$ cat src/hdl/host_fifo.sv
// Synchronous circular-buffer FIFO with a generic payload type
// Serves the request queue and the response queue inside rsp_issue
`timescale 1ns/1ps

module host_fifo #(
  parameter int unsigned DEPTH     = 4,
  parameter type         payload_t = logic
) (
  input  logic                       clk_i,
  input  logic                       rst_n_i,
  input  logic                       push_i,
  input  payload_t                   data_i,
  input  logic                       pop_i,
  output payload_t                   data_o,
  output logic                       empty_o,
  output logic [$clog2(DEPTH+1)-1:0] free_o
);

  localparam int unsigned PTR_W = (DEPTH > 1) ? $clog2(DEPTH) : 1;
  localparam int unsigned CNT_W = $clog2(DEPTH + 1);

  payload_t         mem [DEPTH];
  logic [PTR_W-1:0] wr_ptr_q;
  logic [PTR_W-1:0] rd_ptr_q;
  logic [CNT_W-1:0] count_q;

  always_ff @(posedge clk_i) begin
    if (!rst_n_i) begin
      wr_ptr_q <= '0;
      rd_ptr_q <= '0;
      count_q  <= '0;
    end else begin
      if (push_i) begin
        wr_ptr_q <= (wr_ptr_q == PTR_W'(DEPTH - 1)) ? '0 : wr_ptr_q + 1'b1;
      end
      if (pop_i) begin
        rd_ptr_q <= (rd_ptr_q == PTR_W'(DEPTH - 1)) ? '0 : rd_ptr_q + 1'b1;
      end
      case ({push_i, pop_i})
        2'b10:   count_q <= count_q + 1'b1;
        2'b01:   count_q <= count_q - 1'b1;
        default: count_q <= count_q;
      endcase
    end
  end

  always_ff @(posedge clk_i) begin
    if (push_i) begin
      mem[wr_ptr_q] <= data_i;
    end
  end

  // Head is visible the cycle after its push
  assign data_o  = mem[rd_ptr_q];
  assign empty_o = (count_q == '0);
  assign free_o  = CNT_W'(DEPTH) - count_q;

endmodule

$ cat config.mk
export PLATFORM = sky130hd
export DESIGN_NAME = host_fifo
export DESIGN_NICKNAME = d
export VERILOG_FILES = /design/src/hdl/host_fifo.sv
export SDC_FILE = /design/constraint.sdc
export NUM_CORES = 1
export LEC_CHECK = 0
export BUFFER_PORTS_ARGS = -buffer_cell sky130_fd_sc_hd__buf_4
export CAP_MARGIN = 20
export CORE_AREA = 2 2 39 41
export CTS_CLUSTER_DIAMETER = 60
export DETAILED_ROUTE_END_ITERATION = 7
export DIE_AREA = 0 0 41 43
export PLACE_DENSITY = 0.81
export SETUP_SLACK_MARGIN = 0.3
export SLEW_MARGIN = 20
export SYNTH_ARGS = -nofsm -noshare
export SYNTH_HDL_FRONTEND = slang
export SYNTH_SLANG_ARGS = --single-unit
$ cat constraint.sdc
create_clock -name clk_i -period 2.05 [get_ports clk_i]
set_input_delay 0.41 -clock clk_i [delete_from_list [all_inputs] [get_ports clk_i]]
set_output_delay 0.41 -clock clk_i [all_outputs]
set_load 0.02 [all_outputs]
## Word level (Yosys, flattened, before mapping)

Memories as Yosys holds them, arrays and structs flattened. A register that Yosys moved wholly into a read port is not among the register bits.
Cells that the tools add are included.
Widths: inputs -> output; s select.

- Equal/unequal tests: 4
- Reduce and logical (&&, ||, !) cells: 2
- Add/sub/neg operators: 5
- Muxes and demuxes: 7

Operators by type and width:

| cell | count |
|---|---|
| $mux 2 | 4 |
| $eq 2x2->1 const B | 3 |
| $pmux 3 s2 | 1 |
| $add 2x1->2 const B | 2 |
| $add 3x1->3 const B | 1 |
| $logic_not 3->1 | 1 |
| $sub 3x1->3 const B | 1 |
| $sub 3x3->3 const A | 1 |
| $eq 2x1->1 const B | 1 |
| $mux 1 | 2 |
| $reduce_bool 2->1 | 1 |

- Memories kept: 1
- RAM bits: 4
- Bits in registers: 7
- Input port bits: 5

Memory list:

| memory | depth | bits a word | read ports | clocked after memory_dff | wr ports | RTL line | text |
|---|---|---|---|---|---|---|---|
| mem | 4 | 1 | 1 | 1 | 1 | 22 | `payload_t mem [DEPTH];` |

## Logic depth before layout (Yosys ltp)

- Depth in word-level cells: 4
- Gate-level depth with buffers: 6
- Gate-level depth less buffers: 6

## Least setup slack after synthesis

Ideal clock, no wire load.

- Kind: input to register
- Start: input push_i
- End: register count_q[2]
- Setup slack: 395 ps
- Stages on the path: 6
- Setup time: 70 ps
- Arrival time: 1585 ps
- Data required time: 1980 ps
- Path buffers: 0
- Cell sequence: inv_1 > ha_1 > fa_1 > xnor2_1 > or3_1 > a21boi_1

- Longest elaborated chain between the ends: 2
- Elaborated cells on any way between the ends: 4
- Classes of those cells: eq/ne: 2; mux: 1; reduce/logical: 1

Ends and longest elaborated chain:

| element | RTL line | text |
|---|---|---|
| start, declared | 11 | `input logic push_i,` |
| $eq 2x1->1 or $eq 2x2->1 (tied branches) | 39 | `case ({push_i, pop_i})` |
| $pmux 3 s2 or $reduce_bool 2->1 (tied branches) | -- |  |
| end signal, assigned | 40 | `2'b10: count_q <= count_q + 1'b1;` |
| end signal, assigned | 41 | `2'b01: count_q <= count_q - 1'b1;` |
| end signal, assigned | 42 | `default: count_q <= count_q;` |
| end, declared | 25 | `logic [CNT_W-1:0] count_q;` |

Parallel ways exist; a longest one is shown, timed or not.
A chain may end at the register's enable or synchronous reset.

==> impl_metrics.ini <==
[status]
run_status = complete, no violations

[grt]
grt_pass1_vias = 346
gr-usage-met3_pct = 3.141
gr-usage-met1_pct = 15.20
use_met2_pct = 15.63
top_usage_layer = met2
antenna_found_initial = 0
grt_use_total_pct = 11.52
grt_overflow = 0
grt_pass1_wl_um = 1331
grt_max_degree = 8

[sta]
rsz0062_at_grt = no
final.setup_skew_ps = 1.386
finalHoldViolations = 0
fmax_mhz = 597.9
worstMarginPinSlew_ps = 173.1
fin_crit_sh_pct = 81.59
setup_tns_ps = 0
maxSlewHeadroom_pct = 88.38
drv_slew = 0
hold-worst-slack_ps = 339.0
final-setup-viol-count = 0
fin_crit_ps = 1673

[floorplanning]
start_util_pct = 45.57
die_area_um2 = 1763
fp.dieW_um = 41
ioPinCount = 10
rows = 14
dieHeight_um = 43
core-area_um2 = 1384

[clock_network]
cts_buffers = 3
root_buffer = clkbuf_4
numClockSinks = 13
insertion_delay_ps = 270
htreeDepth = 1
path_clk_slew_ps = 80
cts_hold_buf = 0
cts_buffer_depth = 2
cts_tree = yes

[placed_design]
gp_congestion = 0.6820
place_inst = 77
io_buffers = 9
hpwl_um = 637.1

[yosys]
synthCells = 53
syn_nets = 67
ys.warnings.count = 0
synth_area_um2 = 630.6
synth.distinct_cells = 18
ys_seq_elements = 13
avgSynthCellArea_um2 = 11.90
yosysSeqAreaShare_pct = 47.62

[drt]
drc_errors = 0
drt-total-wl_um = 806
ant_nets = 0
viasPerCell = 4.566
wl_per_cell_um = 9.711
drt-pass1-iter-count = 4
route.vias.total = 379
drtIter0Drc = 2

[power_and_ir_drop]
worst_ir_drop_vdd_v = 0.0004597
p_per_area_nw_per_um2 = 828.6
p_leak_nw = 0.3341

[min_path]
hp-class = input pin to register
whs_path_depth = 1

[run]
cap_violations = 0

[cells_and_area]
fin_nets = 82
area_growth_pct = 23.02
drive_gt1_share_pct = 28.36
diodes = 0
stdcell_count = 83

[worst_setup_path]
critPathMaxFanout = 1
crit_path_start_kind = register
required_ps = 1640
r2r_cells = 5
end_kind = output pin
crit_type = register to output pin
arrival_ps = 1260
## per-stage QoR
stage	setup slack (ps)	power [mW]	cell area [um2]	utilization (%)
floorplan	395.4	0.4183	630.6	-
global placement	237.2	0.4661	710.7	51.36
detailed placement	183.0	0.4709	710.7	51.36
CTS	306.9	0.6267	742.0	53.62
global route	315.7	0.6899	775.7	56.06
finish	377.4	0.6428	775.7	56.06
## area by class of cell
class / instances / area (um2)
multi-input cells: 32 / 311.5
flip-flops and latches: 13 / 305.3
inverters: 7 / 26.28
clock buffers: 4 / 26.28
well taps: 16 / 20.02
repair buffers: 11 / 86.33
fillers: 119 / 608.1
## where the power goes
part           internal, mW  switching, mW
Sequential            0.288         0.0125
Combinational        0.0979         0.0915
Clock                0.0753         0.0777
Total                 0.461          0.182
## placed cells by master (no fill, tap or decap), drive strengths merged
master,count
inv,7
dfxtp,9
mux2i,3
nor2,1
or3,1
mux4,1
fa,1
ha,8
nor3,1
buf,11
nor3b,1
and2,5
o21ai,1
a21boi,1
o21a,2
xnor2,2
edfxtp,4
clkbuf,4
nor2b,4
## worst paths after layout
check              from    endpoint  slack, ps
max            register      data_o        380
min              data_i      mem[3]        340
max reg2reg  count_q[0]  count_q[2]        480
min reg2reg  count_q[2]  count_q[2]        500
## what timing repair did
item | CTS | global route
setup buffers | 0 | 2
pin swaps | 0 | 1
hold endpoints to repair | 0 | 0
gates resized for setup | 3 | 3
setup endpoints to repair | 1 | 1
## synthesized netlist by cell type, drive strengths merged
master | instances | area (um2)
dfxtp | 9 | 180.2
ha | 8 | 100.1
inv | 7 | 26.28
and2 | 5 | 31.28
edfxtp | 4 | 120.1
nor2b | 4 | 25.02
mux2i | 3 | 30.03
o21a | 2 | 15.01
xnor2 | 2 | 17.52
a21boi | 1 | 7.510
buf | 1 | 7.510
fa | 1 | 20.02
mux4 | 1 | 22.52
nor2 | 1 | 3.750
nor3 | 1 | 5.000
nor3b | 1 | 7.510
o21ai | 1 | 5.000
or3 | 1 | 6.260
## layer usage
metal / share of wire [%] / routed length [um] / vias to the layer above
li1: - / - / 204
met1: 48 / 390 / 171
met2: 48 / 386 / 4
met3: 3.5 / 28 / 0
met4: 0 / 0 / 0
met5: 0 / 0 / -
## kinds of logic (layout without fill, tap and decap cells)
kind of cell	Yosys count	after routing	synth area share [%]
simple gates	13	13	12.50
mux	4	4	8.333
fa+ha+maj	9	9	19.05
xor+xnor	2	2	2.778
compound gates	4	4	4.364
buf+inv	8	22	5.358
flops	13	13	47.62
## critical path, cell delays in order, from the launching register on
cell and delay [ps]:
dfxtp_1 340, mux4_2 490, buf_4 170
Power figures use the tool's default switching activity.
