**config.mk**
```make
export PLATFORM = sky130hd
export DESIGN_NAME = llc_cfg_regs
export DESIGN_NICKNAME = d
export VERILOG_FILES = /design/src/hdl/host_pkg.sv /design/src/hdl/llc_cfg_regs.sv
export SDC_FILE = /design/constraint.sdc
export NUM_CORES = 1
export LEC_CHECK = 0
export BUFFER_PORTS_ARGS = -buffer_cell sky130_fd_sc_hd__buf_2
export CORE_MARGIN = 2
export CORE_UTILIZATION = 55
export CTS_BUF_LIST = sky130_fd_sc_hd__clkbuf_16
export DETAILED_ROUTE_END_ITERATION = 12
export PLACE_DENSITY = 0.77
export RECOVER_POWER = 50
export SLEW_MARGIN = 15
export SYNTH_ARGS = -nofsm -noshare
export SYNTH_HDL_FRONTEND = slang
export SYNTH_SLANG_ARGS = --single-unit
```
**constraint.sdc**
```tcl
create_clock -name clk_i -period 3.55 [get_ports clk_i]
set_clock_uncertainty 0.2 [all_clocks]
set_input_delay 0.1775 -clock clk_i [delete_from_list [all_inputs] [get_ports clk_i]]
set_output_delay 0.1775 -clock clk_i [all_outputs]
set_load 0.005 [all_outputs]
```
**src/hdl/host_pkg.sv**
```systemverilog
// Shared types and address map for the host-domain memory slice
// Import wherever request/response words or map constants are needed
package host_pkg;

  typedef logic [31:0] addr_t;
  typedef logic [31:0] data_t;
  typedef logic [2:0]  cfg_sel_t;

  typedef struct packed {
    logic  we;
    addr_t addr;
    data_t wdata;
  } host_req_t;

  typedef struct packed {
    data_t rdata;
    logic  err;
  } host_rsp_t;

  // L2 window base; its size follows from the bank parameters
  localparam addr_t L2_BASE = 32'h1C00_0000;

  // Cache configuration window, 4 KiB
  localparam addr_t       CFG_BASE   = 32'h1A10_0000;
  localparam addr_t       CFG_SIZE   = 32'h0000_1000;
  localparam int unsigned CFG_WORD_W = $clog2(CFG_SIZE) - 2;

  // Word offsets inside the configuration window
  localparam cfg_sel_t CFG_OFF_CACHE_START = 3'd0;
  localparam cfg_sel_t CFG_OFF_CACHE_END   = 3'd1;
  localparam cfg_sel_t CFG_OFF_SPM_START   = 3'd2;

  // Read value of offsets with no register behind them
  localparam data_t CFG_DEAD_WORD = 32'hDEAD_F000;

endpackage

```
**src/hdl/llc_cfg_regs.sv**
```systemverilog
// Last-level-cache configuration registers for builds without the cache
// Holds cached start/end and scratchpad start; unmapped offsets read the
// dead word and ignore writes. Read data follows one cycle after en_i.
`timescale 1ns/1ps

module llc_cfg_regs
  import host_pkg::*;
(
  input  logic     clk_i,
  input  logic     rst_n_i,
  input  logic     en_i,
  input  logic     we_i,
  input  logic     mapped_i,
  input  cfg_sel_t sel_i,
  input  data_t    wdata_i,
  output data_t    rdata_o
);

  data_t cache_start_q;
  data_t cache_end_q;
  data_t spm_start_q;

  always_ff @(posedge clk_i) begin
    if (!rst_n_i) begin
      cache_start_q <= '0;
      cache_end_q   <= '0;
      spm_start_q   <= '0;
    end else if (en_i && we_i && mapped_i) begin
      case (sel_i)
        CFG_OFF_CACHE_START: cache_start_q <= wdata_i;
        CFG_OFF_CACHE_END:   cache_end_q   <= wdata_i;
        CFG_OFF_SPM_START:   spm_start_q   <= wdata_i;
        default:             cache_start_q <= cache_start_q;
      endcase
    end
  end

  always_ff @(posedge clk_i) begin
    if (en_i && !we_i) begin
      if (!mapped_i) begin
        rdata_o <= CFG_DEAD_WORD;
      end else begin
        case (sel_i)
          CFG_OFF_CACHE_START: rdata_o <= cache_start_q;
          CFG_OFF_CACHE_END:   rdata_o <= cache_end_q;
          CFG_OFF_SPM_START:   rdata_o <= spm_start_q;
          default:             rdata_o <= CFG_DEAD_WORD;
        endcase
      end
    end
  end

endmodule

```
### After elaboration in Yosys (flattened, before gate mapping)

Cells that the tools add are included.

| operators by class | value |
|---|---|
| add/sub/neg operators | 0 |
| multipliers | 0 |
| div/mod/pow operators | 0 |
| order comparisons | 0 |
| equal/unequal tests | 2 |
| shift operators | 0 |
| muxes and demuxes | 1 |
| bitwise logic cells | 0 |
| reduce and logical (&&, ||, !) cells | 8 |

Operators by type and width:

| operator | number |
|---|---|
| $pmux 32 s3 | 1 |
| $reduce_and 2->1 | 3 |
| $eq 3x1->1 const B | 1 |
| $eq 3x2->1 const B | 1 |
| $logic_and 1x1->1 | 3 |
| $logic_not 3->1 | 1 |
| $logic_not 1->1 | 1 |

| storage, ports and cells | value |
|---|---|
| flip-flop bits (word level) | 128 |
| latch bits | 0 |
| bits in writable memories | 0 |
| ROM bits | 0 |
| bits of input ports | 40 |
| output and inout port bits | 32 |
| logic and storage cells | 15 |
| memories | 0 |

### Longest topological paths before layout

| logic depth | value |
|---|---|
| depth after elaboration | 3 |
| mapped depth | 6 |

### Least setup slack after synthesis

Ideal clock, no wire load.

| timing path | value |
|---|---|
| path type | in2reg |
| start | in we_i |
| end | reg rdata_o[0], enable pin |
| setup time | 425 ps |
| arrival | 1,630 ps |
| slack | 1,295 ps |
| stages on the path | 1 |
| path buffers | 0 |
| path through | nor2b_1 |

| between the ends | value |
|---|---|
| cells in the longest elaborated chain, start to end | 2 |

Ends and longest elaborated chain:

| item | line | RTL |
|---|---|---|
| start: declaration | llc_cfg_regs.sv:12 | `input logic we_i,` |
| $logic_not 1->1 | llc_cfg_regs.sv:39 | `if (en_i && !we_i) begin` |
| $logic_and 1x1->1 | llc_cfg_regs.sv:39 |  |
| end signal: assignment | llc_cfg_regs.sv:44 | `CFG_OFF_CACHE_START: rdata_o <= cache_start_q;` |
| end signal: assignment | llc_cfg_regs.sv:45 | `CFG_OFF_CACHE_END: rdata_o <= cache_end_q;` |
| end signal: assignment | llc_cfg_regs.sv:46 | `CFG_OFF_SPM_START: rdata_o <= spm_start_q;` |
| end: declaration | llc_cfg_regs.sv:16 | `output data_t rdata_o` |

No other way between the ends.
A chain may end at the register's enable or synchronous reset.

### Final worst setup path

| timing path | value |
|---|---|
| start | in sel_i[0] |
| end | reg cache_start_q[17] |

| between the ends | value |
|---|---|
| cells in the longest elaborated chain, start to end | 2 |

Ends and longest elaborated chain:

| item | line | RTL |
|---|---|---|
| start: declaration | llc_cfg_regs.sv:14 | `input cfg_sel_t sel_i,` |
| $logic_not 3->1 | llc_cfg_regs.sv:29 | `case (sel_i)` |
| $reduce_and 2->1 (no line) | - |  |
| end signal: assignment | llc_cfg_regs.sv:30 | `CFG_OFF_CACHE_START: cache_start_q <= wdata_i;` |
| end signal: assignment | llc_cfg_regs.sv:33 | `default: cache_start_q <= cache_start_q;` |
| end: declaration | llc_cfg_regs.sv:19 | `data_t cache_start_q;` |

No other way between the ends.

==> impl_metrics.ini <==
[status]
status = complete, but fails checks
violations = max-capacitance violations, max-slew violations

[setup_path]
timing.rr.end = rdata_o[31]
cp_top_family = buffers and inverters
cpPeakStageDelay_ns = 1.01
worstSetupPathType = in2reg
cp_max_fo = 26
slowest_stage = clkbuf_1
r2r_start = cache_end_q[31]
rrSetupSlack_ns = 2.27
cp_cell_sequence = clkbuf_1, or3_2, buf_4, mux2i_1
ff2ff_path_depth = 3
path_buf_inv = 2
cp.arrival_ns = 2.63
endpoint_kind = flip-flop
start_kind = input port
critical_path_required_ns = 3.67

[timing]
worst_pin_slew_ns = 1.71
slew_violations = 33
fin_ws_ns = 1.04
fin_crit_ns = 2.51
setup-violations-final = 0
rsz0062_at_grt = false
relSlewSlack_pct = -14.3
maxClockFrequency_ghz = 0.399
hold_viol_final = 0
fin_tns_setup_ns = 0
period_share_pct = 70.7

[yosys]
synthDominantCellAreaShare_pct = 36.3
synth_common_cells = nand2_1, mux2i_1, dfxtp_1, edfxtp_1, clkbuf_1
syn_nets = 537
synth_edf_count = 32
avgSynthCellArea_um2 = 10.6
synth_cell_types = 19
ys_async_sr_fraction_pct = 0
ys.warnings.count = 0
synth_top_cell_by_area = dfxtp_1
ys_ff_latch = 128
ys.flop_type = dfxtp_1
synthCells = 497
yosysMostFrequentCell = nand2_1
syn-cell-area_mm2 = 0.00529
seq_area_frac_synth_pct = 54.5
netlist_top_cells_area = dfxtp_1, mux2i_1, edfxtp_1, nand2_1, mux2_2

[die]
rows = 35
die-area_mm2 = 0.0104
die_x_um = 102
pin_count = 72
die_h_um = 102
core_region_area_mm2 = 0.00928
initial_core_util_pct = 57.0

[route]
first_iter_violations = 152
routedWlPerCell_um = 16.2
ant_nets = 0
viasPerCell = 5.29
dr.pass1.iters = 4
wl_um = 11900
route.detailed.drc = 0
vias = 3869

[layout]
area_delta_synth_final_pct = 24.6
drive_above_1_share_pct = 18.6
nets = 630
fin_cells = 732
diodes = 0

[cts]
clock-root-buffer = clkbuf_16
worstSkewPairLatency_ns = 0.41
cts.sinks = 128
cts_max_level = 4
cts_made_buffers = 17
clock_path_buffers = 2
clk_pin_slew_ns = 0.06
tritoncts = yes

[grt]
grtUsageTotal_pct = 24.1
grt_pass1_vias = 4017
grt_first_pass_wirelength_um = 19300
overflow = 0
antenna_found_initial = 0
grt_max_degree = 59

[place]
routabilityCongestion = 0.753
port_buffers = 71
dp_cells = 668
dp_hpwl_um = 6940
preCtsSetupSlack_ns = 1.16

[job]
cap_violations = 1

[power]
leakagePower_nw = 2.69
p_seq_share_pct = 44.3
power_density_mw_per_mm2 = 523
vdd_drop_max_mv = 0.330
switching_power_uw = 748
sw_frac_of_total_pct = 21.7
p_int_mw = 2.70
pwr-share-comb_pct = 5.8
clockPowerShare_pct = 49.9

[hold_path]
min_path_cells = 4
min_from = sel_i[2]
min_to = rdata_o[18]
hold_class = in2reg
logic make-up (layout without fill, tap and decap cells):
| kind of cell | Yosys count | after routing | synth area share [%] |
|---|---|---|---|
| simple gates | 169 | 169 | 12.5 |
| mux | 128 | 128 | 24.6 |
| flops | 128 | 128 | 54.5 |
| buf+inv | 40 | 146 | 3.90 |
| compound gates | 32 | 32 | 4.59 |
layer usage:
layer | GRT usage (%) | part of all wire (%) | wire (µm)
met1 | 29.6 | 43 | 5130
met2 | 41.6 | 51 | 6080
met3 | 5.40 | 3.7 | 442
met4 | 9.23 | 1.7 | 198
met5 | 0 | 0 | 0
cell usage in the layout, fill, tap and decap left out, drive strengths merged:
cell,instances
nand2,143
mux2i,113
dfxtp,96
buf,64
clkbuf,35
dlygate4sd3,32
edfxtp,32
nor2,18
a2bb2oi,17
mux2,15
o22ai,15
clkinv,6
clkinvlp,5
bufinv,3
nor2b,3
nand2b,2
nand4b,1
or3,1
nor3b,1
inv,1
area by class of cell:
type | instances | area (µm²)
clock buffers | 17 | 425
flip-flops and latches | 128 | 2880
fillers | 699 | 2690
multi-input cells | 329 | 2210
clock inverters | 15 | 169
repair buffers | 114 | 746
well taps | 129 | 161
power groups by stage:
stage	Combinational (mW)	Sequential (mW)	Clock (mW)
floorplan	0.103	1.56	0
global placement	0.173	1.56	0
detailed placement	0.175	1.56	0
CTS	0.203	1.53	1.74
global route	0.219	1.53	1.81
finish	0.201	1.53	1.72
worst register-to-register path, stage by stage (launching register included):
cell     delay (ns)
dfxtp_1        0.31
mux2_2         0.26
o22ai_1        0.16
nand2_1        0.10
registers in the layout, summed over array words and instances, names as in the netlist:
name / cells
rdata_o: 32
cache_start_q: 32
cache_end_q: 32
spm_start_q: 32
worst max path at each step:
| stage | slack, ns | end | start | depth (start not counted) |
|---|---|---|---|---|
| after global placement | 1.20 | cache_start_q[11] | sel_i[1] | 4 |
| final | 1.04 | cache_start_q[17] | sel_i[0] | 4 |
| after detailed placement | 1.16 | cache_start_q[17] | sel_i[1] | 4 |
| after global routing | 0.84 | cache_end_q[23] | sel_i[0] | 4 |
| after CTS | 1.52 | cache_start_q[18] | sel_i[1] | 4 |
| after floorplan | 1.29 | rdata_o[0] | we_i | 1 |
metrics by stage:
step           area, µm²  utilization, %  total power, mW  hold WS (ns)
2_1_floorplan       5290               -             1.66         0.161
3_3_place_gp        5720            61.6             1.73         0.239
3_5_place_dp        5720            61.6             1.73         0.248
4_1_cts             6630            71.5             3.47        0.0692
5_1_grt             6600            71.1             3.56         0.102
6_report            6600            71.1             3.45        0.0871
what timing repair did:
item | 4_1_cts | 5_1_grt
endpoints found under the hold margin | 96 | 0
resized for setup | 0 | 0
hold buffers | 32 | 0
buffers inserted | 0 | 0
(Power assumes the default switching activity.)
