`config.mk`:
```
export PLATFORM = sky130hd
export DESIGN_NAME = host_router
export DESIGN_NICKNAME = d
export VERILOG_FILES = /design/src/hdl/host_pkg.sv /design/src/hdl/host_router.sv
export SDC_FILE = /design/constraint.sdc
export NUM_CORES = 1
export LEC_CHECK = 0
export BUFFER_PORTS_ARGS = -buffer_cell sky130_fd_sc_hd__buf_2
export CAP_MARGIN = 20
export CORE_AREA = 2 2 100 102
export CTS_CLUSTER_DIAMETER = 80
export CTS_CLUSTER_SIZE = 24
export DETAILED_ROUTE_END_ITERATION = 7
export DIE_AREA = 0 0 102 104
export PLACE_DENSITY = 0.56
export SYNTH_ARGS = -nofsm -noshare
export SYNTH_HDL_FRONTEND = slang
export SYNTH_SLANG_ARGS = --single-unit
```
`constraint.sdc`:
```
create_clock -name clk_i -period 3.7 [get_ports clk_i]
set_input_delay 0.555 -clock clk_i [delete_from_list [all_inputs] [get_ports clk_i]]
set_output_delay 0.555 -clock clk_i [all_outputs]
set_load 0.02 [all_outputs]
```
`src/hdl/host_pkg.sv`:
```
// Shared types and address map for the host-domain memory slice
// Import wherever request/response words or map constants are needed
package host_pkg;

  typedef logic [31:0] addr_t;
  typedef logic [31:0] data_t;
  typedef logic [2:0]  cfg_sel_t;

  typedef struct packed {
    logic  we;
    addr_t addr;
    data_t wdata;
  } host_req_t;

  typedef struct packed {
    data_t rdata;
    logic  err;
  } host_rsp_t;

  // L2 window base; its size follows from the bank parameters
  localparam addr_t L2_BASE = 32'h1C00_0000;

  // Cache configuration window, 4 KiB
  localparam addr_t       CFG_BASE   = 32'h1A10_0000;
  localparam addr_t       CFG_SIZE   = 32'h0000_1000;
  localparam int unsigned CFG_WORD_W = $clog2(CFG_SIZE) - 2;

  // Word offsets inside the configuration window
  localparam cfg_sel_t CFG_OFF_CACHE_START = 3'd0;
  localparam cfg_sel_t CFG_OFF_CACHE_END   = 3'd1;
  localparam cfg_sel_t CFG_OFF_SPM_START   = 3'd2;

  // Read value of offsets with no register behind them
  localparam data_t CFG_DEAD_WORD = 32'hDEAD_F000;

endpackage

```
`src/hdl/host_router.sv`:
```
// Request router: pops the request queue, decodes the address map and
// issues to L2 or the cache config window, then pushes ordered responses.
// One request per cycle; the response is pushed the cycle after the pop.
`timescale 1ns/1ps

module host_router
  import host_pkg::*;
#(
  parameter  int unsigned NB_L2_BANKS  = 8,
  parameter  int unsigned L2_BANK_SIZE = 2048,
  parameter  int unsigned RSP_DEPTH    = 4,
  localparam int unsigned WORD_W       = $clog2(NB_L2_BANKS) + $clog2(L2_BANK_SIZE),
  localparam int unsigned FREE_W       = $clog2(RSP_DEPTH + 1)
) (
  input  logic              clk_i,
  input  logic              rst_n_i,
  input  logic              req_empty_i,
  input  host_req_t         req_i,
  output logic              req_pop_o,
  output logic              req_credit_o,
  output logic              l2_en_o,
  output logic              l2_we_o,
  output logic [WORD_W-1:0] l2_word_o,
  output data_t             l2_wdata_o,
  input  data_t             l2_rdata_i,
  output logic              cfg_en_o,
  output logic              cfg_we_o,
  output logic              cfg_mapped_o,
  output cfg_sel_t          cfg_sel_o,
  output data_t             cfg_wdata_o,
  input  data_t             cfg_rdata_i,
  input  logic [FREE_W-1:0] rsp_free_i,
  output logic              rsp_push_o,
  output host_rsp_t         rsp_o
);

  localparam addr_t L2_BYTES = addr_t'(NB_L2_BANKS * L2_BANK_SIZE * 4);

  addr_t                 l2_off;
  addr_t                 cfg_off;
  logic [CFG_WORD_W-1:0] cfg_word;
  logic                  hit_l2;
  logic                  hit_cfg;
  logic                  pop;
  logic                  s1_valid_q;
  logic                  s1_we_q;
  logic                  s1_cfg_q;
  logic                  s1_err_q;

  assign l2_off   = req_i.addr - L2_BASE;
  assign cfg_off  = req_i.addr - CFG_BASE;
  assign cfg_word = cfg_off[CFG_WORD_W+1:2];
  assign hit_l2   = (req_i.addr >= L2_BASE) && (l2_off < L2_BYTES);
  assign hit_cfg  = (req_i.addr >= CFG_BASE) && (cfg_off < CFG_SIZE);

  // Leave a slot for the response still sitting in the issue stage
  assign pop          = !req_empty_i && (rsp_free_i > FREE_W'(s1_valid_q));
  assign req_pop_o    = pop;
  assign req_credit_o = pop;

  assign l2_en_o    = pop && hit_l2;
  assign l2_we_o    = req_i.we;
  assign l2_word_o  = l2_off[WORD_W+1:2];
  assign l2_wdata_o = req_i.wdata;

  assign cfg_en_o     = pop && hit_cfg;
  assign cfg_we_o     = req_i.we;
  assign cfg_sel_o    = cfg_sel_t'(cfg_word);
  assign cfg_wdata_o  = req_i.wdata;
  assign cfg_mapped_o = (cfg_word == CFG_WORD_W'(CFG_OFF_CACHE_START)) ||
                        (cfg_word == CFG_WORD_W'(CFG_OFF_CACHE_END)) ||
                        (cfg_word == CFG_WORD_W'(CFG_OFF_SPM_START));

  always_ff @(posedge clk_i) begin
    if (!rst_n_i) begin
      s1_valid_q <= 1'b0;
    end else begin
      s1_valid_q <= pop;
    end
  end

  always_ff @(posedge clk_i) begin
    if (pop) begin
      s1_we_q  <= req_i.we;
      s1_cfg_q <= hit_cfg;
      s1_err_q <= !hit_l2 && !hit_cfg;
    end
  end

  // Writes and errors return zero data
  always_comb begin
    rsp_o = '0;
    if (s1_err_q) begin
      rsp_o.err = 1'b1;
    end else if (!s1_we_q) begin
      rsp_o.rdata = s1_cfg_q ? cfg_rdata_i : l2_rdata_i;
    end
  end

  assign rsp_push_o = s1_valid_q;

endmodule

```
# --- Yosys cells after proc, flatten, opt, wreduce, memory -nomap -nowiden ---
# Cells that the tools add are included.
totals:
  reg_bits: 4
  word_cells: 29
op_classes:
  mux: 4
  eq_ne: 2
  order_cmp: 5
  n_reduce_logical: 12
  addsub: 2
ops:
  columns: ["cell", "n"]
  rows:
  - ["$mux W32", 3]
  - ["$ge A32 B29 Y1 const B", 2]
  - ["$sub A32 B29 Y32 const B", 2]
  - ["$lt A32 B13 Y1 const B", 1]
  - ["$lt A32 B17 Y1 const B", 1]
  - ["$eq A10 B1 Y1 const B", 1]
  - ["$eq A10 B2 Y1 const B", 1]
  - ["$logic_not A10 Y1", 1]
  - ["$logic_and A1 B1 Y1", 6]
  - ["$gt A3 B1 Y1", 1]
  - ["$logic_not A1 Y1", 3]
  - ["$logic_or A1 B1 Y1", 2]
  - ["$mux W1", 1]

# --- Longest topological paths before layout ---
# Gate-level depths: netlist of the first run.
logic_depth:
  ltp_word: 5
  depth_mapped: 6
  depth_no_buf: 6

# --- Worst setup path before layout of the first run ---
# No wires, ideal clock.
synth_timing:
  path_kind: "input -> output"
  startpoint: "in rsp_free_i[0]"
  endpoint: "out cfg_en_o"
  n_path_buf: 0
  t_arrival_ns: 1.816
  stages: 6
  path_slack_ns: 1.329
  cell_sequence: "inv_1 > ha_1 > nor2_1 > nor3_1 > nor2_1 > and2_1"
synth_between:
  elab_chain_cells: 3
synth_rtl:
  columns: ["element", "line_no", "source"]
  rows:
  - ["start, declared", "host_router.sv:32", "input logic [FREE_W-1:0] rsp_free_i,"]
  - ["$gt A3 B1 Y1", "host_router.sv:57", "assign pop = !req_empty_i && (rsp_free_i > FREE_W'(s1_valid_q));"]
  - ["$logic_and A1 B1 Y1", "host_router.sv:57", null]
  - ["via req_credit_o", "host_router.sv:20", "output logic req_credit_o,"]
  - ["$logic_and A1 B1 Y1", "host_router.sv:66", "assign cfg_en_o = pop && hit_cfg;"]
  - ["end, declared", "host_router.sv:26", "output logic cfg_en_o,"]
# The timed path passes the listed nets, and every way through them passes these cells.

# --- Final worst setup path of the first run ---
layout_timing:
  startpoint: "in rsp_free_i[0]"
  endpoint: "out l2_en_o"
layout_between:
  elab_chain_cells: 3
layout_rtl:
  columns: ["element", "line_no", "source"]
  rows:
  - ["$gt A3 B1 Y1", "host_router.sv:57", null]
  - ["$logic_and A1 B1 Y1", "host_router.sv:57", null]
  - ["$logic_and A1 B1 Y1", "host_router.sv:61", "assign l2_en_o = pop && hit_l2;"]
  - ["end, declared", "host_router.sv:21", "output logic l2_en_o,"]
# Every way passes these cells.

==> impl_metrics.yaml, run 1 <==
cts:
  clk_latency_ps: 220
  cts_hold_buf: 0
  clk_pin_slew_worst_paths_ps: 30
  cts_max_level: 1
  root_buffer: "clkbuf_8"
  cts_setup_buffers: 0
  cts_sinks: 4
  cts_buffers: 3
  ctsResizeCount: 0
  clk_path_buf_depth: 2
  tritoncts: "built"
sta:
  timing.fmax_mhz: 426
  fin_crit_sh_pct: 63.5
  slew_violations: 0
  rsz0062_at_grt: "no"
  period_needed_ps: 2350
  setup_violations: 0
  clock-skew-final_ps: 5.57
  max-slew-margin-rel_pct: 64.7
  setup_ws_ps: 1350
  whs_ps: 543
  tns_ps: 0
  hold_violations: 0
  tightest_slew_ps: 529
placed_design:
  numPortBuffers: 158
  post-place-ws_ps: 1320
  gp_congestion: 0.631
  place_area_mm2: 0.00169
  dp_hpwl_mm: 3.39
  dpl.cell_count: 386
yosys:
  synth_area_mm2: 0.00140
  yosysWarningCount: 0
  syn_avg_cell_area_um2: 7.48
  yosysSeqAreaShare_pct: 7.87
  syn_nets: 323
  yosys.area.top_type: "buf_4"
  synthCells: 187
  synth-seq-cells: 4
  synth_top_area_share_pct: 45.6
  synthDistinctLibCells: 21
  synthTopCellsByArea: "buf_4, mux2i_1, nor2_1, edfxtp_1, nor4_1"
critical_path:
  worstSetupPathType: "in -> out"
  crit_arrival_ps: 1790
  startpoint_type: "input port"
  cp_max_fo: 8
  rr_startpoint: "rsp_push_o"
  end_kind: "primary output"
  crit_required_ps: 3140
  critical-path-max-stage-delay_ps: 350
  crit_start: "rsp_free_i[0]"
  crit_chain: "buf_2 -> inv_1 -> ha_1 -> nor2_1 -> nor3_1 -> nor2_1 -> and2_1 -> buf_2"
  critPathSlowestCell: "nor2_1"
detailed_routing:
  vias: 1392
  post_drt_wl_per_cell_um: 10.2
  wirelength_mm: 4.00
  viasPerCell: 3.56
  antenna_left: 0
  drc_errors: 0
  drt_iter0_drc: 24
  first_pass_iters: 4
floorplan:
  fp.dieW_um: 102
  die_height_um: 104
  coreArea_mm2: 0.00955
  start_util_pct: 14.6
  die_area_mm2: 0.0106
  placementRows: 36
  ioPinCount: 257
global_routing:
  grt_max_degree: 33
  grt_pass1_wl_mm: 5.40
  grt_pass1_vias: 1301
  grtUsageTotal_pct: 6.23
  antenna_found_initial: 0
  gr-total-overflow: 0
min_path:
  hp-class: "in -> reg"
  min_from: "rst_n_i"
power:
  powerDensity_mw_per_mm2: 173
  ir_drop_v: 0.0000550
  power.leakage_nw: 0.984
layout:
  antennaDiodeCount: 0
  final_cells: 391
  fin_nets: 395
  syn2layout_area_growth_pct: 26.0
  drive_gt1_share_pct: 64.0
  final_area_mm2: 0.00176
flow_run:
  max-cap-violations: 0
status:
  status: "finished, final reports clean"
## synthesized netlist by cell type
library cell  number
nor4_2             1
edfxtp_1           3
clkbuf_1           4
buf_4             85
inv_1              2
nand2_1            1
nor4_1             5
and4bb_1           1
nand3_1            1
nor3_1             1
and3_1             1
buf_2              4
or2_1              1
a211o_1            1
mux2i_1           32
and2_1             3
nor2_1            36
a211oi_2           1
ha_1               1
dfxtp_1            1
nand4b_1           2
## cell type report
cell class / count / area (um2)
inverter: 2 / 7.51
tap: 133 / 166
clock buffer: 4 / 45.0
sequential: 4 / 110
multi-input combinational: 88 / 608
timing repair buffer: 160 / 826
fill: 1101 / 7790
## worst paths after layout
path	to	slack [ps]	depth (start not counted)
setup / recovery	l2_en_o	1350	8
hold reg to reg	s1_err_q	940	4
hold / removal	rsp_push_o	540	2
setup reg to reg	s1_cfg_q	2280	4
## layer usage
metal	vias up	track usage, %	part of all wire (%)
li1	671	-	-
met1	586	5.44	37
met2	129	12.8	48
met3	6	1.95	15
met4	0	1.90	0.77
met5	-	0	0
## cell families after synthesis
kind of cell	synth area share, %
adders and majority gates	0.894
muxes	22.9
DFF	7.87
AOI/OAI and AO/OA	1.52
buffers and inverters	48.7
and+or+nand+nor	18.2
## placed cells by master (no fill, tap or decap), types with 2 or more instances in the layout
cell type,count
and2_1,3
buf_2,158
clkbuf_8,3
edfxtp_1,3
inv_1,2
mux2i_1,32
nand4b_1,2
nor2_1,36
nor4_1,5
## power by group
group | internal, mW | switching [mW] | leakage, nW
clock network | 0.0736 | 0.0229 | 0.0228
registers | 0.0509 | 0.000763 | 0.0374
logic | 0.0746 | 0.0825 | 0.924
total | 0.199 | 0.106 | 0.984
## metrics by stage
| step | utilization, % | power [mW] |
|---|---|---|
| finish | 18.5 | 0.305 |
| global route | 18.5 | 0.327 |
| CTS | 18.2 | 0.307 |
| detailed placement | 17.7 | 0.209 |
| global placement | 17.7 | 0.206 |
| floorplan | - | 0.241 |
## state kept, by name, indices dropped and copies added, names as in the netlist
signal / cells
rsp_push_o: 1
s1_err_q: 1
s1_cfg_q: 1
s1_we_q: 1
## worst max-delay path, delay by kind of cell
family | cells | cell delay, ps
buf+inv | 3 | 260
fa+ha+maj | 1 | 280
simple gates | 4 | 690
Power figures use the tool's default switching activity.
==> inputs of run 2 (changes only) <==
--- a/config.mk
+++ b/config.mk
@@ -5,14 +5,15 @@
 export SDC_FILE = /design/constraint.sdc
 export NUM_CORES = 1
 export LEC_CHECK = 0
+export ABC_AREA = 1
 export BUFFER_PORTS_ARGS = -buffer_cell sky130_fd_sc_hd__buf_2
 export CAP_MARGIN = 20
-export CORE_AREA = 2 2 100 102
+export CORE_AREA = 2 2 101 103
 export CTS_CLUSTER_DIAMETER = 80
 export CTS_CLUSTER_SIZE = 24
 export DETAILED_ROUTE_END_ITERATION = 7
-export DIE_AREA = 0 0 102 104
-export PLACE_DENSITY = 0.56
+export DIE_AREA = 0 0 103 105
+export PLACE_DENSITY = 0.59
 export SYNTH_ARGS = -nofsm -noshare
 export SYNTH_HDL_FRONTEND = slang
 export SYNTH_SLANG_ARGS = --single-unit
==> constraint.sdc (replaced) <==
create_clock -name clk_i -period 1.95 [get_ports clk_i]
set_input_delay 0.2925 -clock clk_i [delete_from_list [all_inputs] [get_ports clk_i]]
set_output_delay 0.2925 -clock clk_i [all_outputs]
set_load 0.02 [all_outputs]
==> impl_metrics.yaml, run 2 <==
status:
  status: "finished, final reports clean"
sta:
  slew_violations: 0
  tightest_slew_ps: 261
  hold_violations: 0
  rsz0062_at_grt: "no"
  timing.fmax_mhz: 540
  clock-skew-final_ps: 1.99
  max-slew-margin-rel_pct: 82.5
  setup_violations: 0
  period_needed_ps: 1850
  fin_crit_sh_pct: 95.0
detailed_routing:
  post_drt_wl_per_cell_um: 10.3
  vias: 1734
  viasPerCell: 3.69
  drc_errors: 0
  drt_iter0_drc: 67
  first_pass_iters: 4
  antenna_left: 0
  wirelength_mm: 4.85
floorplan:
  die_height_um: 105
  die_area_mm2: 0.0108
  fp.dieW_um: 103
  placementRows: 36
  coreArea_mm2: 0.00964
  start_util_pct: 15.8
  ioPinCount: 257
layout:
  final_cell_mix: "buf_2, nor2_1, nor3_1, nand2_1, inv_1"
  final_area_mm2: 0.00194
  drive_gt1_share_pct: 53.4
  fin_nets: 474
  fillers: 1136
  antennaDiodeCount: 0
  syn2layout_area_growth_pct: 27.2
  mostFrequentLayoutCell: "buf_2"
power:
  switching_power_uw: 234
  p_comb_share_pct: 53.8
  switching_share_pct: 37.8
  clockPowerShare_pct: 30.2
  power.leakage_nw: 1.15
  internal-power_uw: 386
  power_uw: 620
  powerDensity_mw_per_mm2: 319
  ir_drop_v: 0.000133
  seq_power_share_pct: 16.0
yosys:
  yosys.area.top_type: "buf_4"
  post-synth-top-count-cell: "buf_4"
  synthTopCellsByArea: "buf_4, nor2_1, nor3_1, edfxtp_1, nand2_1"
  syn_avg_cell_area_um2: 5.76
  yosysWarningCount: 0
  syn_nets: 401
  synth_top_area_share_pct: 42.3
  yosysSeqAreaShare_pct: 7.21
  async_flop_share_pct: 0
  synth_flop_cell: "edfxtp_1"
  synthCells: 265
  synth_area_mm2: 0.00153
  synth-seq-cells: 4
  synth-edff-count: 3
  yosys-top-cells-count: "buf_4, nor2_1, nor3_1"
  synthDistinctLibCells: 23
cts:
  cts_sinks: 4
  cts_buffers: 3
  clk_path_buf_depth: 2
  cts_max_level: 1
  clk_pin_slew_worst_paths_ps: 30
  tritoncts: "built"
  root_buffer: "clkbuf_8"
  clk_latency_ps: 220
critical_path:
  crit_arrival_ps: 1560
  end_kind: "primary output"
  cp_max_fo: 5
  worstSetupPathType: "reg -> out"
  crit_required_ps: 1660
  startpoint_type: "flop"
placed_design:
  dp_hpwl_mm: 4.20
  place_area_mm2: 0.00188
  gp_congestion: 0.729
  numPortBuffers: 158
global_routing:
  grt_pass1_wl_mm: 6.94
  gr-total-overflow: 0
  grt_pass1_vias: 1555
  antenna_found_initial: 0
  grtUsageTotal_pct: 7.92
  grt_max_degree: 33
flow_run:
  max-cap-violations: 0
min_path:
  hp-class: "in -> reg"
run 2: cell count changes after synthesis, moves of 6 or more:
cell     change
nor2_1      +38
mux2i_1     -32
nand2_1     +19
inv_1       +12
nor3_1      +31
nand3_1      +6
run 2: path summary, 6_finish.rpt:
| check | from | to | slack (ps) | cells past startpoint |
|---|---|---|---|---|
| max reg2reg | rsp_push_o | s1_we_q | 440 | 4 |
| min reg2reg | rsp_push_o | rsp_push_o | 900 | 6 |
| min | rst_n_i | rsp_push_o | 280 | 3 |
| max | rsp_push_o | l2_en_o | 100 | 5 |
run 2: cells by family (layout without fill, tap and decap cells):
| logic type | after synthesis | in the layout | share of synthesized area, % |
|---|---|---|---|
| AND/OR/NAND/NOR | 145 | 145 | 41.2 |
| XOR/XNOR | 1 | 1 | 0.574 |
| adder cells (fa/ha/maj) | 1 | 1 | 0.820 |
| buffers and inverters | 111 | 183 | 49.1 |
| flip-flops | 4 | 4 | 7.21 |
| AO/OA/AOI/OAI | 3 | 3 | 1.07 |
run 2: stage by stage:
stage | TNS (ps) | setup slack [ps] | hold WS, ps | cells | utilization, %
6_report | 0 | 97.0 | 283 | 470 | 20.1
5_1_grt | 0 | 3.98 | 290 | 470 | 20.1
4_1_cts | -4.47 | -4.47 | 280 | 470 | 20.1
3_3_place_gp | 0 | 43.2 | 513 | 466 | 19.5
2_1_floorplan | 0 | 33.0 | 391 | 265 | -
3_5_place_dp | 0 | 41.3 | 516 | 466 | 19.5
run 2: metal layers:
| metal | vias to the layer above | wire, um | GRT usage (%) |
|---|---|---|---|
| li1 | 884 | - | - |
| met1 | 686 | 1980 | 8.69 |
| met2 | 158 | 2110 | 13.3 |
| met3 | 6 | 719 | 4.08 |
| met4 | 0 | 44 | 2.16 |
| met5 | - | 0 | 0 |
run 2: timing repair:
| item | CTS | global route |
|---|---|---|
| endpoints found under the setup margin | 3 | 4 |
| buffers inserted | 0 | 0 |
| hold buffers | 0 | 0 |
| resized for setup | 8 | 2 |
| pin swaps | 2 | 4 |
run 2: critical path, stage by stage, from the launching register on:
cell and delay [ps]:
dfxtp_2 320, ha_1 260, or2_4 230, a31oi_4 230, and2_4 190, buf_6 110
run 2: cell type report:
type | instances | area, um2 | area share [%]
clock buffer | 4 | 45.0 | 2.32
timing repair buffer | 164 | 873 | 45.0
sequential | 4 | 111 | 5.73
inverter | 15 | 56.3 | 2.90
tap | 133 | 166 | 8.57
multi-input combinational | 150 | 689 | 35.5
run 2: power groups by stage:
stage                     clock, mW  combinational [mW]  sequential [mW]
after floorplan                   0               0.377            0.100
after global placement            0               0.328            0.100
after detailed placement          0               0.332            0.100
after CTS                     0.199               0.336           0.0992
after global routing          0.209               0.368           0.0996
final                         0.188               0.334           0.0993
